### config.mk
export PLATFORM = sky130hd
export DESIGN_NAME = rx_ring_top
export DESIGN_NICKNAME = d
export VERILOG_FILES = /design/src/rx_ring_pkg.sv /design/src/rx_block_writer.sv /design/src/rx_dma_reader.sv /design/src/rx_ring_mem.sv /design/src/rx_ring_regs.sv /design/src/rx_ring_top.sv
export VERILOG_INCLUDE_DIRS = /design/src /design/src/src
export SDC_FILE = /design/constraint.sdc
export NUM_CORES = 1
export LEC_CHECK = 0
export BUFFER_PORTS_ARGS = -buffer_cell sky130_fd_sc_hd__buf_2
export CORE_ASPECT_RATIO = 1.5
export CORE_MARGIN = 10
export CORE_UTILIZATION = 38
export DETAILED_ROUTE_END_ITERATION = 8
export SYNTH_ARGS = -nofsm -noshare
export SYNTH_HDL_FRONTEND = slang
export SYNTH_SLANG_ARGS = --single-unit
### constraint.sdc
create_clock -name clock -period 8.1 [get_ports clock]
set_input_delay 1.215 -clock clock [delete_from_list [all_inputs] [get_ports clock]]
set_output_delay 1.215 -clock clock [all_outputs]
set_load 0.005 [all_outputs]
### src/rx_ring_consts.svh
`ifndef RX_RING_CONSTS_SVH
`define RX_RING_CONSTS_SVH

// ----------------------------------------------------------
// Ring geometry
// ----------------------------------------------------------

// Number of block slots in the receive ring
`define RX_RING_DEPTH 16
// Slot address width, log2 of the depth
`define RX_SLOT_W 4
// Pointer width, slot address plus one wrap bit
`define RX_PTR_W 5
// One 66b block, sync header and payload
`define RX_BLOCK_W 66

// ----------------------------------------------------------
// APB register map, byte offsets
// ----------------------------------------------------------

// Control, bit 0 enables the ring
`define RX_REG_CTRL 8'h00
// Software read pointer
`define RX_REG_RPTR 8'h04
// Hardware write pointer, read only
`define RX_REG_WPTR 8'h08
// Full, empty and occupancy
`define RX_REG_STATUS 8'h0C
// Dropped block count, write clears
`define RX_REG_DROPS 8'h10

// Saturating drop counter width
`define RX_DROP_W 16

`endif

### src/rx_ring_pkg.sv
`include "rx_ring_consts.svh"

package rx_ring_pkg;

   // ----------------------------------------------------------
   // Ring data and pointer types
   // ----------------------------------------------------------

   // One block as delivered by the gearbox
   // Bits 65:64 carry the sync header
   // Bits 63:0 carry the scrambled payload
   typedef logic [`RX_BLOCK_W-1:0] block_t;

   // Ring pointer with one wrap bit on top
   // Equal pointers mean empty
   // Same slot with different wrap bits means full
   typedef logic [`RX_PTR_W-1:0] ptr_t;

   // Absolute slot address into the ring memory
   // Lower bits of a pointer
   typedef logic [`RX_SLOT_W-1:0] slot_t;

endpackage

### src/rx_block_writer.sv
`timescale 1ns/1ps
`include "rx_ring_consts.svh"

module rx_block_writer (
   input  logic                  clock,
   input  logic                  rst_n,
   input  rx_ring_pkg::block_t   data_in,
   input  logic                  wrreq,
   input  logic                  enable,
   input  rx_ring_pkg::ptr_t     rptr,
   input  logic                  drops_clear,
   output rx_ring_pkg::ptr_t     wptr,
   output logic [`RX_DROP_W-1:0] drops,
   output logic                  wr_req,
   output rx_ring_pkg::slot_t    wr_slot,
   output rx_ring_pkg::block_t   wr_data
);

   // Blocks currently held in the ring
   logic [`RX_PTR_W-1:0] used;
   logic                 full;
   logic                 accept;
   logic                 drop;

   // Occupancy from the pointer difference, wrap bit included
   assign used = wptr - rptr;
   // Full at exactly one ring depth, wrap bit set and slot bits clear
   assign full = (used == {1'b1, {`RX_SLOT_W{1'b0}}});

   // Gearbox block admitted only with room left
   assign accept = wrreq && enable && !full;
   // Valid block with no room, lost and counted
   assign drop = wrreq && enable && full;

   // ----------------------------------------------------------
   // Write pointer and drop counter
   // ----------------------------------------------------------

   always_ff @(posedge clock or negedge rst_n) begin
      if (!rst_n) begin
         wptr  <= '0;
         drops <= '0;
      end else begin
         // Pointer moves on the admit edge, memory write follows
         if (accept) begin
            wptr <= wptr + 1'b1;
         end
         // Software clear wins over a drop on the same edge
         if (drops_clear) begin
            drops <= '0;
         end else if (drop && (drops != '1)) begin
            drops <= drops + 1'b1;
         end
      end
   end

   // ----------------------------------------------------------
   // One-entry write stage toward the ring memory
   // ----------------------------------------------------------

   // Request flag, memory writes it on the next edge
   always_ff @(posedge clock or negedge rst_n) begin
      if (!rst_n) begin
         wr_req <= 1'b0;
      end else begin
         wr_req <= accept;
      end
   end

   // Slot and block captured with the admit
   always_ff @(posedge clock) begin
      if (accept) begin
         wr_slot <= wptr[`RX_SLOT_W-1:0];
         wr_data <= data_in;
      end
   end

endmodule

### src/rx_dma_reader.sv
`timescale 1ns/1ps
`include "rx_ring_consts.svh"

module rx_dma_reader (
   input  logic                clock,
   input  logic                rst_n,
   input  logic                rdreq,
   input  rx_ring_pkg::slot_t  rd_address,
   input  logic                enable,
   input  rx_ring_pkg::ptr_t   rptr,
   input  rx_ring_pkg::ptr_t   wptr,
   input  logic                rd_gnt,
   input  rx_ring_pkg::block_t rd_data,
   output logic                rd_ready,
   output logic                rd_req,
   output rx_ring_pkg::slot_t  rd_slot,
   output rx_ring_pkg::block_t data_out,
   output logic                rd_valid,
   output logic                rd_error
);

   // Idle, waiting for the memory grant, response cycle
   typedef enum logic [1:0] {
      S_IDLE,
      S_WAIT,
      S_DONE
   } state_t;

   state_t               state;
   logic [`RX_PTR_W-1:0] used;
   rx_ring_pkg::slot_t   offset;
   logic                 occupied;
   logic                 take;
   logic                 good;

   // ----------------------------------------------------------
   // Occupancy check on the requested slot
   // ----------------------------------------------------------

   // Blocks between read and write pointer
   assign used = wptr - rptr;
   // Distance of the slot from the oldest block, modulo depth
   assign offset = rd_address - rptr[`RX_SLOT_W-1:0];
   // Slot holds data when it lies inside the used window
   assign occupied = ({1'b0, offset} < used);

   assign take = rdreq && rd_ready;
   assign good = enable && occupied;

   // Handshake outputs straight from the state
   assign rd_ready = (state == S_IDLE);
   assign rd_req   = (state == S_WAIT);
   assign rd_valid = (state == S_DONE);
   // Memory data lands with rd_valid, refused reads return zero
   assign data_out = (rd_valid && !rd_error) ? rd_data : '0;

   // ----------------------------------------------------------
   // Request FSM, one read in flight
   // ----------------------------------------------------------

   always_ff @(posedge clock or negedge rst_n) begin
      if (!rst_n) begin
         state    <= S_IDLE;
         rd_error <= 1'b0;
      end else begin
         case (state)
            S_IDLE: begin
               if (take) begin
                  // Bad slot skips the memory, answers next cycle
                  rd_error <= !good;
                  state    <= good ? S_WAIT : S_DONE;
               end
            end
            S_WAIT: begin
               // Held here while the writer owns the port
               if (rd_gnt) begin
                  state <= S_DONE;
               end
            end
            default: begin
               rd_error <= 1'b0;
               state    <= S_IDLE;
            end
         endcase
      end
   end

   // Slot latched with the request
   always_ff @(posedge clock) begin
      if (take) begin
         rd_slot <= rd_address;
      end
   end

endmodule

### src/rx_ring_mem.sv
`timescale 1ns/1ps
`include "rx_ring_consts.svh"

module rx_ring_mem (
   input  logic                clock,
   input  logic                rst_n,
   input  logic                wr_req,
   input  rx_ring_pkg::slot_t  wr_slot,
   input  rx_ring_pkg::block_t wr_data,
   input  logic                rd_req,
   input  rx_ring_pkg::slot_t  rd_slot,
   output logic                rd_gnt,
   output rx_ring_pkg::block_t rd_data
);

   // ----------------------------------------------------------
   // Single-port block store
   // ----------------------------------------------------------

   rx_ring_pkg::block_t ring [`RX_RING_DEPTH];

   // Fixed priority, a staged write always takes the port
   // Reads only when the writer is idle this cycle
   assign rd_gnt = rd_req && !wr_req;

   // Write lands on the edge it is presented
   always_ff @(posedge clock) begin
      if (wr_req) begin
         ring[wr_slot] <= wr_data;
      end
   end

   // ----------------------------------------------------------
   // Read return register
   // ----------------------------------------------------------

   // Addressed block registered on the grant edge
   // Valid in the cycle after the grant
   always_ff @(posedge clock or negedge rst_n) begin
      if (!rst_n) begin
         rd_data <= '0;
      end else if (rd_gnt) begin
         rd_data <= ring[rd_slot];
      end
   end

endmodule

### src/rx_ring_regs.sv
`timescale 1ns/1ps
`include "rx_ring_consts.svh"

module rx_ring_regs (
   input  logic                  clock,
   input  logic                  rst_n,
   input  logic                  psel,
   input  logic                  penable,
   input  logic                  pwrite,
   input  logic [7:0]            paddr,
   input  logic [31:0]           pwdata,
   input  rx_ring_pkg::ptr_t     wptr,
   input  logic [`RX_DROP_W-1:0] drops,
   output logic [31:0]           prdata,
   output logic                  pready,
   output logic                  pslverr,
   output logic                  enable,
   output rx_ring_pkg::ptr_t     rptr,
   output logic                  drops_clear
);

   logic                 access;
   logic                 wr_access;
   logic                 ctrl_hit;
   logic                 rptr_hit;
   logic                 wptr_hit;
   logic                 status_hit;
   logic                 drops_hit;
   logic                 known;
   logic                 ro_write;
   logic [`RX_PTR_W-1:0] used;
   logic                 full;
   logic                 empty;
   logic [31:0]          status_word;

   // ----------------------------------------------------------
   // APB decode
   // ----------------------------------------------------------

   // Access phase, no wait states
   assign access    = psel && penable;
   assign wr_access = access && pwrite;
   assign pready    = 1'b1;

   assign ctrl_hit   = (paddr == `RX_REG_CTRL);
   assign rptr_hit   = (paddr == `RX_REG_RPTR);
   assign wptr_hit   = (paddr == `RX_REG_WPTR);
   assign status_hit = (paddr == `RX_REG_STATUS);
   assign drops_hit  = (paddr == `RX_REG_DROPS);

   assign known = ctrl_hit || rptr_hit || wptr_hit || status_hit || drops_hit;
   // DROPS accepts a write as its clear strobe
   assign ro_write = pwrite && (wptr_hit || status_hit);
   // Error only inside the access phase
   assign pslverr = access && (!known || ro_write);

   // Clear pulse lines up with the access-phase edge
   assign drops_clear = wr_access && drops_hit;

   // ----------------------------------------------------------
   // Status from the pointer difference
   // ----------------------------------------------------------

   assign used  = wptr - rptr;
   assign full  = (used == {1'b1, {`RX_SLOT_W{1'b0}}});
   assign empty = (used == '0);
   // Occupancy from bit 8, flags in bits 1:0
   assign status_word = {{(24 - `RX_PTR_W){1'b0}}, used, 6'b0, empty, full};

   // Read mux
   always_comb begin
      case (paddr)
         `RX_REG_CTRL:   prdata = {31'b0, enable};
         `RX_REG_RPTR:   prdata = {{(32 - `RX_PTR_W){1'b0}}, rptr};
         `RX_REG_WPTR:   prdata = {{(32 - `RX_PTR_W){1'b0}}, wptr};
         `RX_REG_STATUS: prdata = status_word;
         `RX_REG_DROPS:  prdata = {{(32 - `RX_DROP_W){1'b0}}, drops};
         default:        prdata = '0;
      endcase
   end

   // ----------------------------------------------------------
   // Writable registers
   // ----------------------------------------------------------

   always_ff @(posedge clock or negedge rst_n) begin
      if (!rst_n) begin
         enable <= 1'b0;
         rptr   <= '0;
      end else if (wr_access) begin
         if (ctrl_hit) begin
            enable <= pwdata[0];
         end
         // Software frees slots by moving the read pointer
         if (rptr_hit) begin
            rptr <= pwdata[`RX_PTR_W-1:0];
         end
      end
   end

endmodule

### src/rx_ring_top.sv
`timescale 1ns/1ps
`include "rx_ring_consts.svh"

module rx_ring_top (
   input  logic                clock,
   input  logic                rst_n,
   // Gearbox side
   input  rx_ring_pkg::block_t data_in,
   input  logic                wrreq,
   // DMA side
   input  logic                rdreq,
   input  rx_ring_pkg::slot_t  rd_address,
   output logic                rd_ready,
   output rx_ring_pkg::block_t data_out,
   output logic                rd_valid,
   output logic                rd_error,
   // APB control and status
   input  logic                psel,
   input  logic                penable,
   input  logic                pwrite,
   input  logic [7:0]          paddr,
   input  logic [31:0]         pwdata,
   output logic [31:0]         prdata,
   output logic                pready,
   output logic                pslverr,
   // Write pointer export for the interrupt block
   output rx_ring_pkg::ptr_t   rx_ring_wptr
);

   // ----------------------------------------------------------
   // Internal wiring
   // ----------------------------------------------------------

   rx_ring_pkg::ptr_t     wptr;
   rx_ring_pkg::ptr_t     rptr;
   logic [`RX_DROP_W-1:0] drops;
   logic                  enable;
   logic                  drops_clear;
   // Writer to memory
   logic                  wr_req;
   rx_ring_pkg::slot_t    wr_slot;
   rx_ring_pkg::block_t   wr_data;
   // Reader to memory and back
   logic                  rd_req;
   rx_ring_pkg::slot_t    rd_slot;
   logic                  rd_gnt;
   rx_ring_pkg::block_t   rd_data;

   assign rx_ring_wptr = wptr;

   rx_block_writer u_writer (
      .clock       (clock),
      .rst_n       (rst_n),
      .data_in     (data_in),
      .wrreq       (wrreq),
      .enable      (enable),
      .rptr        (rptr),
      .drops_clear (drops_clear),
      .wptr        (wptr),
      .drops       (drops),
      .wr_req      (wr_req),
      .wr_slot     (wr_slot),
      .wr_data     (wr_data)
   );

   rx_dma_reader u_reader (
      .clock      (clock),
      .rst_n      (rst_n),
      .rdreq      (rdreq),
      .rd_address (rd_address),
      .enable     (enable),
      .rptr       (rptr),
      .wptr       (wptr),
      .rd_gnt     (rd_gnt),
      .rd_data    (rd_data),
      .rd_ready   (rd_ready),
      .rd_req     (rd_req),
      .rd_slot    (rd_slot),
      .data_out   (data_out),
      .rd_valid   (rd_valid),
      .rd_error   (rd_error)
   );

   // Shared single port, writer first
   rx_ring_mem u_mem (
      .clock   (clock),
      .rst_n   (rst_n),
      .wr_req  (wr_req),
      .wr_slot (wr_slot),
      .wr_data (wr_data),
      .rd_req  (rd_req),
      .rd_slot (rd_slot),
      .rd_gnt  (rd_gnt),
      .rd_data (rd_data)
   );

   rx_ring_regs u_regs (
      .clock       (clock),
      .rst_n       (rst_n),
      .psel        (psel),
      .penable     (penable),
      .pwrite      (pwrite),
      .paddr       (paddr),
      .pwdata      (pwdata),
      .wptr        (wptr),
      .drops       (drops),
      .prdata      (prdata),
      .pready      (pready),
      .pslverr     (pslverr),
      .enable      (enable),
      .rptr        (rptr),
      .drops_clear (drops_clear)
   );

endmodule

=== After elaboration in Yosys (flattened, before gate mapping) ===
Memory sizes are Yosys's and may differ from the RTL's. A register that Yosys moved wholly into a read port is not among the register bits.
Cells that the tools add are included.

* Register bits: 105
* Bits in writable memories: 1056
* Input port bits: 117
* Output and inout port bits: 108
* Logic and storage cells: 72
* Memories kept: 1

{| class="wikitable"
|+ Memories
! name !! words !! bits a word !! rd ports !! clocked after Yosys merged registers in !! wr ports !! RTL line !! source
|-
| u_mem.ring || 16 || 66 || 1 || 1 || 1 || rx_ring_mem.sv:20 || <nowiki>rx_ring_pkg::block_t ring [`RX_RING_DEPTH];</nowiki>
|}

* Add/sub/neg operators: 4
* Magnitude comparators: 1
* Equality and inequality tests: 10
* Muxes and demuxes: 12
* Bitwise operators: 1
* Reductions and logical operators: 33

{| class="wikitable"
|+ Operators by type and width
! operator !! count
|-
| one-hot mux 16 bit (5 select lines) || 1
|-
| two-way mux 66 bit || 1
|-
| two-way mux 16 bit || 2
|-
| adder 16 x 1 -> 16 bit, second input constant || 1
|-
| equality test 8 x 4 -> 1 bit, second input constant || 2
|-
| != test 16 bit, second input constant || 1
|-
| logical AND 1 bit || 13
|-
| equality test 8 x 3 -> 1 bit, second input constant || 1
|-
| equality test 8 x 5 -> 1 bit, second input constant || 1
|-
| zero test 8 bit || 1
|-
| AND reduction 2 bit || 4
|-
| zero test 1 bit || 6
|-
| logical OR 1 bit || 6
|-
| two-way mux 2 bit || 3
|-
| adder 5 x 1 -> 5 bit, second input constant || 1
|-
| equality test 5 bit, second input constant || 1
|-
| zero test 5 bit || 1
|-
| less-than comparator 4 x 5 -> 1 bit || 1
|-
| subtractor 5 bit || 1
|-
| != test 2 bit, second input constant || 2
|-
| one-hot mux 2 bit (2 select lines) || 1
|-
| subtractor 4 bit || 1
|-
| two-way mux 1 bit || 3
|-
| equality test 2 x 1 -> 1 bit, second input constant || 1
|-
| other kinds (5) || 5
|}

=== Depth between registers and ports, before layout ===
Gate-level depths: netlist (run 1).

* Word-level depth: 8
* Depth in mapped cells: 11
* Mapped depth without buffers: 10

=== Cells and area by module ===
Synthesis (run 1) repeated with hierarchy kept, for this count alone.

* Cell total of the unflattened synthesis: 2873
* Area total of the unflattened synthesis: 48540.3 µm²

{| class="wikitable"
|+ Modules (own cells, without submodules)
! module !! instances !! cells each !! area an instance (µm²) !! sequential area each (µm²)
|-
| rx_ring_mem || 1 || 2415 || 43130.1 || 33362.0
|-
| rx_block_writer || 1 || 215 || 3430.8 || 2652.5
|-
| rx_dma_reader || 1 || 132 || 1104.8 || 195.2
|-
| rx_ring_regs || 1 || 111 || 874.6 || 150.1
|}

=== Least setup slack after synthesis (run 1) ===
Ideal clock, no wire load.

* Path type: reg2reg
* Start: register u_writer.wr_slot[2]
* End: memory u_mem.ring[0][0] in the netlist's numbering, enable pin
* Data arrival time: 5.399 ns
* Path slack: 2.130 ns
* Cell stages (with the launch flop): 3
* Buffers on the path: 0
* Period minus slack after synthesis: 5.970 ns
* Cell sequence: edfxtp_1 -> or3b_2 -> nor3_1

{| class="wikitable"
|+ RTL lines
! element !! RTL line !! source
|-
| start: declaration || rx_block_writer.sv:15 || <nowiki>output rx_ring_pkg::slot_t wr_slot,</nowiki>
|-
| start signal: assignment || rx_block_writer.sv:73 || <nowiki>wr_slot <= wptr[`RX_SLOT_W-1:0];</nowiki>
|-
| end: declaration || rx_ring_mem.sv:20 ||
|}

Straight into the memory's write port.

=== Worst setup path after layout (run 1) ===
* Start: register u_writer.wptr[0]
* End: output port prdata[0]

* Cells in the longest elaborated chain, start to end: 3

{| class="wikitable"
|+ RTL lines
! element !! RTL line !! source
|-
| start: declaration || rx_block_writer.sv:12 || <nowiki>output rx_ring_pkg::ptr_t wptr,</nowiki>
|-
| start signal: assignment || rx_block_writer.sv:46 || <nowiki>wptr <= wptr + 1'b1;</nowiki>
|-
| subtractor 5 bit || rx_ring_regs.sv:64 || <nowiki>assign used = wptr - rptr;</nowiki>
|-
| equality test 5 bit || rx_ring_regs.sv:65 || <nowiki>assign full = (used == {1'b1, {`RX_SLOT_W{1'b0}}});</nowiki>
|-
| one-hot mux 16 bit (5 select lines) * || rx_ring_regs.sv:72 || <nowiki>case (paddr)</nowiki>
|-
| end: declaration || rx_ring_top.sv:23 || <nowiki>output logic [31:0] prdata,</nowiki>
|}

Every way passes the cells marked *; elsewhere a longest branch is shown, timed or not.

==> summary.md, run 1 <==
| Metric | Value |
|---|---|
| Slew HR | under 10% |
| Mapped Area | around 47000 um^2 |
| Row cnt | around 160 |
| Asr flop ratio synth | under 10% |
| Crit share post-route | roughly 64% |
| CTS Buf Count | 110 |
| Fmax | just under 200 MHz |
| Total negative slack | 0 ps |
| First-pass GRT wire length | 162 mm |
| Final hold slack | slightly below 500 ps |
| Share of the synthesized area in the top cell type | between 70% and 80% |
| Worst-margin pin slew | 1370 ps |
| Design area | 53600 um^2 |
| Die Ht | ~450 um |
| Vias in the first global route | approximately 23000 |
| Tmin final | 5190 ps |
| Unrepaired setup endpoints after global routing | no |
| Placed cells | 3757 |
| CP required | 6880 ps |
| Post-synth EDFFs | 1130 |
| HPWL Detailed | 57.8 mm |
| Non-Filler Instances | between 3000 and 4000 |
| Antenna Violating Nets Remaining | 0 |
| Synth area leader | edfxtp_1 |
| Ports | 225 |
| PwrDens | a little under 300 nW/um^2 |
| Top cells by area, synth | edfxtp_1, mux4_2, dfrtp_1 |
| Worst setup margin | around 2900 ps |
| VDD IR max | ~170 uV |
| Status | finished, final reports clean |
| Synth Area per Inst | roughly 23 um^2 |
| Die Area | 138000 um^2 |
| Worst setup SP type | register |
| CTS Buffer Depth | 3 |
| Final setup violation count | 0 |
| Clk Latency, worst-skew pair | roughly 730 ps |
| Slew Viols, Final | 0 |
| CTS tree | yes |
| All-Layer GR Usage | between 15 and 20% |
| DP Worst Slack | roughly 3500 ps |
| Data arrival, critical path | between 3000 and 4000 ps |
| H-Tree Depth | 3 |
| Share of post-route cells with drive strength above 1 | about a third |
| Die Wd | between 300 and 400 um |
| Final Hold Vio Count | 0 |
| IO buf count | 180 |
| Leak | between 15 and 20 nW |
| DR vias | approximately 22000 |
| Commonest non-fill, non-tap cells in the layout | edfxtp_1, mux4_2, buf_2 |
| Starting Density | around two fifths |
| Drt pass-1 iters | 6 |
| Total Nets Final | 2408 |
| Skew final | ~46 ps |
| CTS Root Buffer Type | clkbuf_16 |
| Post-CTS setup buffer count | 0 |
| Core footprint | ~120000 um^2 |
| Syn Inst Count | 2033 |
| Flops & latches, synth | approximately 1200 |
| CP Max Fanout | 17 |
| Fillcell total | a little over 10000 |
| Synth Flop Type | edfxtp_1 |
| Final WL | between 100 and 150 mm |
| Post-CTS resize count | 0 |
| Sequential element share of the synthesized area | a little under 80% |
| CTS Hold Bufs | 0 |
| Kind of end point of the critical path | output pin |
| Hold crit path type | in -> async |
| Initial antenna violation count | 9 |
| Synth warnings | 0 |
| Clock transition at path regs | 70 ps |
| Vias per std cell | about 5.5 |
| Max-Cap Viols | 0 |
| Routability cong. | 0.820 |
| Drt wl/cell | between 20 and 30 um |
| P&R area growth vs syn | 14.0% |
| Sink Count | 1227 |
| Post-synth cell types | 53 |
| Largest net degree at the start of global routing | between 150 and 200 |
| CP Class | reg -> out |
| Congestion Overflow GR | 0 |
| Iter 0 DRT Violations | 1933 |
| DP Area | 49900 um^2 |
| DRC errors left | 0 |
| Most common cell after layout, fill and taps aside | edfxtp_1 |
==> final timing paths <==
path / start / endpoint / slack [ps] / cells past startpoint
max: u_writer.wptr[0]$_DFFE_PN0P_ / prdata[0] / 2910 / 9
min: rst_n / u_mem.rd_data[26]$_DFFE_PN0P_ / 490 / 1
max reg2reg: u_writer.wptr[0]$_DFFE_PN0P_ / u_writer.wptr[1]$_DFFE_PN0P_ / 3740 / 11
min reg2reg: u_mem.rd_data[1]$_DFFE_PN0P_ / u_mem.rd_data[1]$_DFFE_PN0P_ / 500 / 1
max in group asynchronous: rst_n / u_mem.rd_data[53]$_DFFE_PN0P_ / 6220 / 2
min in group clock: u_mem.rd_data[1]$_DFFE_PN0P_ / u_mem.rd_data[1]$_DFFE_PN0P_ / 500 / 1
==> power by group <==
group / leakage [nW] / internal, W / switching (W)
Clock: 1.79 / 0.00300 / 0.00231
Sequential: 11.4 / 0.00771 / 0.000390
Combinational: 4.32 / 0.00107 / 0.00125
==> synth_stat cells, drive strengths merged (2+ instances only) <==
cell and instances:
edfxtp 1130, mux4 330, dfrtp 97, and2 73, mux2 69, buf 59
clkbuf 53, nor2 41, nand2 29, xor2 15, inv 13, nand3 13
nor3 13, nand4 12, o21ai 12, ha 10, xnor2 9, nand2b 6
a21oi 5, and3 4, a22oi 3, and4 3, a21o 2, a31oi 2
conb 2, fa 2, mux2i 2, nand3b 2, nor3b 2, nor4 2
or3 2
==> worst max-delay path, stage by stage (launching register included) <==
cell,delay [ps]
dfrtp_1,470
inv_1,130
ha_1,170
inv_1,50
fa_1,410
xnor2_1,430
nand3_1,210
a2111oi_4,990
a221o_1,280
buf_2,120
==> state kept, by name (all words and copies together) (netlist names) <==
register,flops
u_mem.rd_data,66
u_reader.rd_error,1
u_regs.rptr,5
u_writer.wr_req,1
u_reader.rd_slot,4
u_writer.wr_data,66
u_mem.ring,1056
u_regs.enable,1
u_writer.drops,16
u_writer.wptr,5
u_reader.state,2
u_writer.wr_slot,4
==> layer usage <==
layer	wire length (um)	track usage (%)	vias up
li1	-	-	8929
met1	43800	20.2	11700
met2	58200	28.1	793
met3	7310	3.07	177
met4	2650	4.83	2
met5	9	0	-
==> layout make-up <==
class	instances	area (um^2)	area share [%]
Clock buffer	154	3060	5.71
Inverter	13	48.8	0.0911
Multi-Input combinational cell	696	10200	19.0
Antenna cell	1	2.50	0.00467
Clock inverter	52	604	1.13
Timing Repair Buffer	231	1320	2.46
Sequential cell	1227	36400	67.9
Tap cell	1590	1990	3.71
==> kinds of logic after synthesis <==
group	after synthesis	share of synthesized area, %
flip-flops	1227	77.4
multiplexers	401	17.5
AND/OR/NAND/NOR	208	2.42
buffers and inverters	125	1.32
AO/OA/AOI/OAI	33	0.501
XOR/XNOR	24	0.448
adder cells (fa/ha/maj)	13	0.373
other	2	0.0160
==> metrics by stage <==
step	utilization (%)	total power, W
floorplan	-	0.00968
global placement	40.8	0.0105
detailed placement	40.8	0.0106
CTS	43.8	0.0159
global route	43.8	0.0163
finish	43.8	0.0157
Power figures use the tool's default switching activity.
==> run 2: changes to the inputs <==
==> constraint.sdc (replaced) <==
create_clock -name clock -period 5.39 [get_ports clock]
set_input_delay 0.8085 -clock clock [delete_from_list [all_inputs] [get_ports clock]]
set_output_delay 0.8085 -clock clock [all_outputs]
set_load 0.005 [all_outputs]
==> run 2 against run 1 <==
Compared with the run above:
- total power is 50% higher
- cell count hardly changed
- global-route usage is 0.10 points lower
- utilization is 0.21 points higher
- die area stayed put
- cell area is 0.49% higher
- clock skew is 24 ps lower
- critical path type unchanged
==> summary.md, run 2 (same netlist as run 1, synthesis figures left out) <==
| Metric | Value |
|---|---|
| CP required | 4580 ps (-2300 ps) |
| Die Area | 138000 um^2 (unchanged) |
| Status | finished, final reports clean |
| Leak | 17.6 nW (+0.32%) |
| Tmin final | 4560 ps |
| CTS tree | yes |
| Iter 0 DRT Violations | 1923 (-0.52%) |
| Hold crit path type | in -> reg |
| Max FFs per register | 1056 (unchanged) |
| Routability cong. | 0.801 (-2.2%) |
| Drt wl/cell | 28.0 um (-0.93%) |
| Cell repeated most along the worst path | inv_1 |
| Clk Latency, worst-skew pair | 720 ps (about the same) |
| Largest net degree at the start of global routing | 85 (-45%) |
| PwrDens | 440 nW/um^2 (+50%) |
| Worst path slowest cell | a2111oi_4 |
| Final setup violation count | 0 (unchanged) |
| Final Hold Vio Count | 0 (unchanged) |
| Slew Viols, Final | 0 (unchanged) |
| Cells along the critical path | inv_1, ha_1, inv_1, fa_1, xnor2_1, nand3_1, a2111oi_4, a221o_1, buf_2 |
| All-Layer GR Usage | 16.0% (-0.10 points) |
| Fillcell total | 10200 (-0.82%) |
| HPWL Detailed | 57.2 mm (-0.97%) |
| Largest Register | u_mem.ring |
| Final hold slack | 264 ps (-230 ps) |
| Antenna Violating Nets Remaining | 0 (unchanged) |
| Slew HR | 24.4% (+16 points) |
| Crit share post-route | a little over four fifths |
| Worst setup SP type | register |
| Max-Cap Viols | 0 (unchanged) |
| CP Class | reg -> out |
| Initial antenna violation count | 7 (-2) |
| VDD IR max | 264 uV (+56%) |
| Most common cell after layout, fill and taps aside | edfxtp_1 |
| Skew final | 21.7 ps (-24.0 ps) |
| CTS Buf Count | 109 (-0.91%) |
| Clock transition at path regs | 70 ps (about the same) |
| DR vias | 21500 (-0.70%) |
| Vias per std cell | 5.42 (-0.63%) |
| H-Tree Depth | 3 (unchanged) |
| DRC errors left | 0 (unchanged) |
| Vias in the first global route | 23300 (+0.11%) |
| Ports | 225 (unchanged) |
| Row cnt | 157 (unchanged) |
| Die Wd | 307 um (unchanged) |
| Fmax | between 200 and 250 MHz |
| Final WL | 111 mm (-1.0%) |
| Total negative slack | 0 ps (unchanged) |
| Biggest regs | u_mem.ring (1056), u_mem.rd_data (66), u_writer.wr_data (66) |
| P&R area growth vs syn | 14.6% |
| Core footprint | 122000 um^2 (unchanged) |
| Commonest non-fill, non-tap cells in the layout | edfxtp_1, mux4_2, buf_2 |
| Die Ht | 451 um (unchanged) |
| First-pass GRT wire length | 162 mm (about the same) |
| Drt pass-1 iters | 7 (+1) |
| Share of post-route cells with drive strength above 1 | 34.5% (+0.13 points) |
| Post-CTS setup buffer count | 0 (unchanged) |
| CP Max Fanout | 17 (unchanged) |
| Starting Density | 38.4% (unchanged) |
| Critical path's largest stage delay | 940 ps (-50 ps) |
| CTS Buffer Depth | 3 (unchanged) |
| IO buf count | 180 (unchanged) |
| Worst-margin pin slew | 1130 ps (-240 ps) |
| CTS Root Buffer Type | clkbuf_16 |
| Total Nets Final | 2403 (-0.21%) |
| Congestion Overflow GR | 0 (unchanged) |
| Kind of end point of the critical path | output pin |
| Sink Count | 1227 (unchanged) |
| Unrepaired setup endpoints after global routing | no |
| Data arrival, critical path | 3750 ps (-230 ps) |
## run 2: cell types whose count changed in the layout (fill, tap and decap cells not counted), moves of 2 or more
cell / previous run / this run
clkinv_2: 17 / 23
bufinv_16: 11 / 13
buf_4: 49 / 23
clkbuf_8: 10 / 6
inv_8: 1 / 3
nor3_4: 0 / 4
inv_6: 4 / 2
clkinvlp_4: 2 / 6
buf_12: 2 / 23
clkbuf_1: 32 / 27
nor3_2: 5 / 1
## run 2: worst max-delay path, delay by kind of cell (launching register included)
kind | cells | cell delay [ps]
flops | 1 | 480
buf+inv | 3 | 310
fa+ha+maj | 2 | 570
compound gates | 2 | 1210
simple gates | 1 | 190
xor+xnor | 1 | 290
## run 2: timing repair
item / 4_1_cts / 5_1_grt
hold buffers: 1 / 0
resized for setup: 0 / 0
hold endpoints to repair: 17 / 0
endpoints found under the setup margin: 0 / 0
## run 2: area by class of cell
type	instances	area, um^2	share of cell area (%)
inverters	13	48.8	0.0907
clock inverters	63	704	1.31
flip-flops and latches	1227	36400	67.6
clock buffers	144	2960	5.50
diodes	1	2.50	0.00465
repair buffers	227	1550	2.88
well taps	1590	1990	3.70
multi-input cells	696	10200	19.0
## run 2: final timing paths
| path | from | end | slack [ps] | cells past startpoint |
|---|---|---|---|---|
| max | u_writer.wptr[0]$_DFFE_PN0P_ | prdata[0] | 830 | 9 |
| min | data_in[48] | u_writer.wr_data[48]$_DFFE_PP_ | 260 | 1 |
| min reg2reg | u_mem.rd_data[2]$_DFFE_PN0P_ | u_mem.rd_data[2]$_DFFE_PN0P_ | 500 | 1 |
| max in group asynchronous | rst_n | u_mem.rd_data[12]$_DFFE_PN0P_ | 3630 | 3 |
| min in group asynchronous | rst_n | u_mem.rd_data[30]$_DFFE_PN0P_ | 580 | 2 |
| max reg2reg | u_writer.wptr[0]$_DFFE_PN0P_ | u_writer.wr_data[63]$_DFFE_PP_ | 1740 | 9 |
## run 2: power breakdown
part | total (W) | internal (W) | switching [W]
combinational | 0.00351 | 0.00165 | 0.00186
sequential | 0.0122 | 0.0116 | 0.000618
clock | 0.00796 | 0.00451 | 0.00345
## run 2: per-stage QoR
step	cells	setup slack, ps	cell area, um^2	utilization, %	power (W)
finish	3961	827	53800	44.0	0.0237
global route	3961	510	53800	44.0	0.0246
CTS	3960	780	53800	44.0	0.0240
detailed placement	3752	1540	50100	41.0	0.0160
global placement	3752	1570	50100	41.0	0.0159
floorplan	2048	1210	47100	-	0.0145
## run 2: layer usage
| layer | track usage [%] | part of all wire [%] |
|---|---|---|
| met1 | 20.6 | 41 |
| met2 | 27.5 | 52 |
| met3 | 2.96 | 5.9 |
| met4 | 4.25 | 1.9 |
| met5 | 0 | 0 |
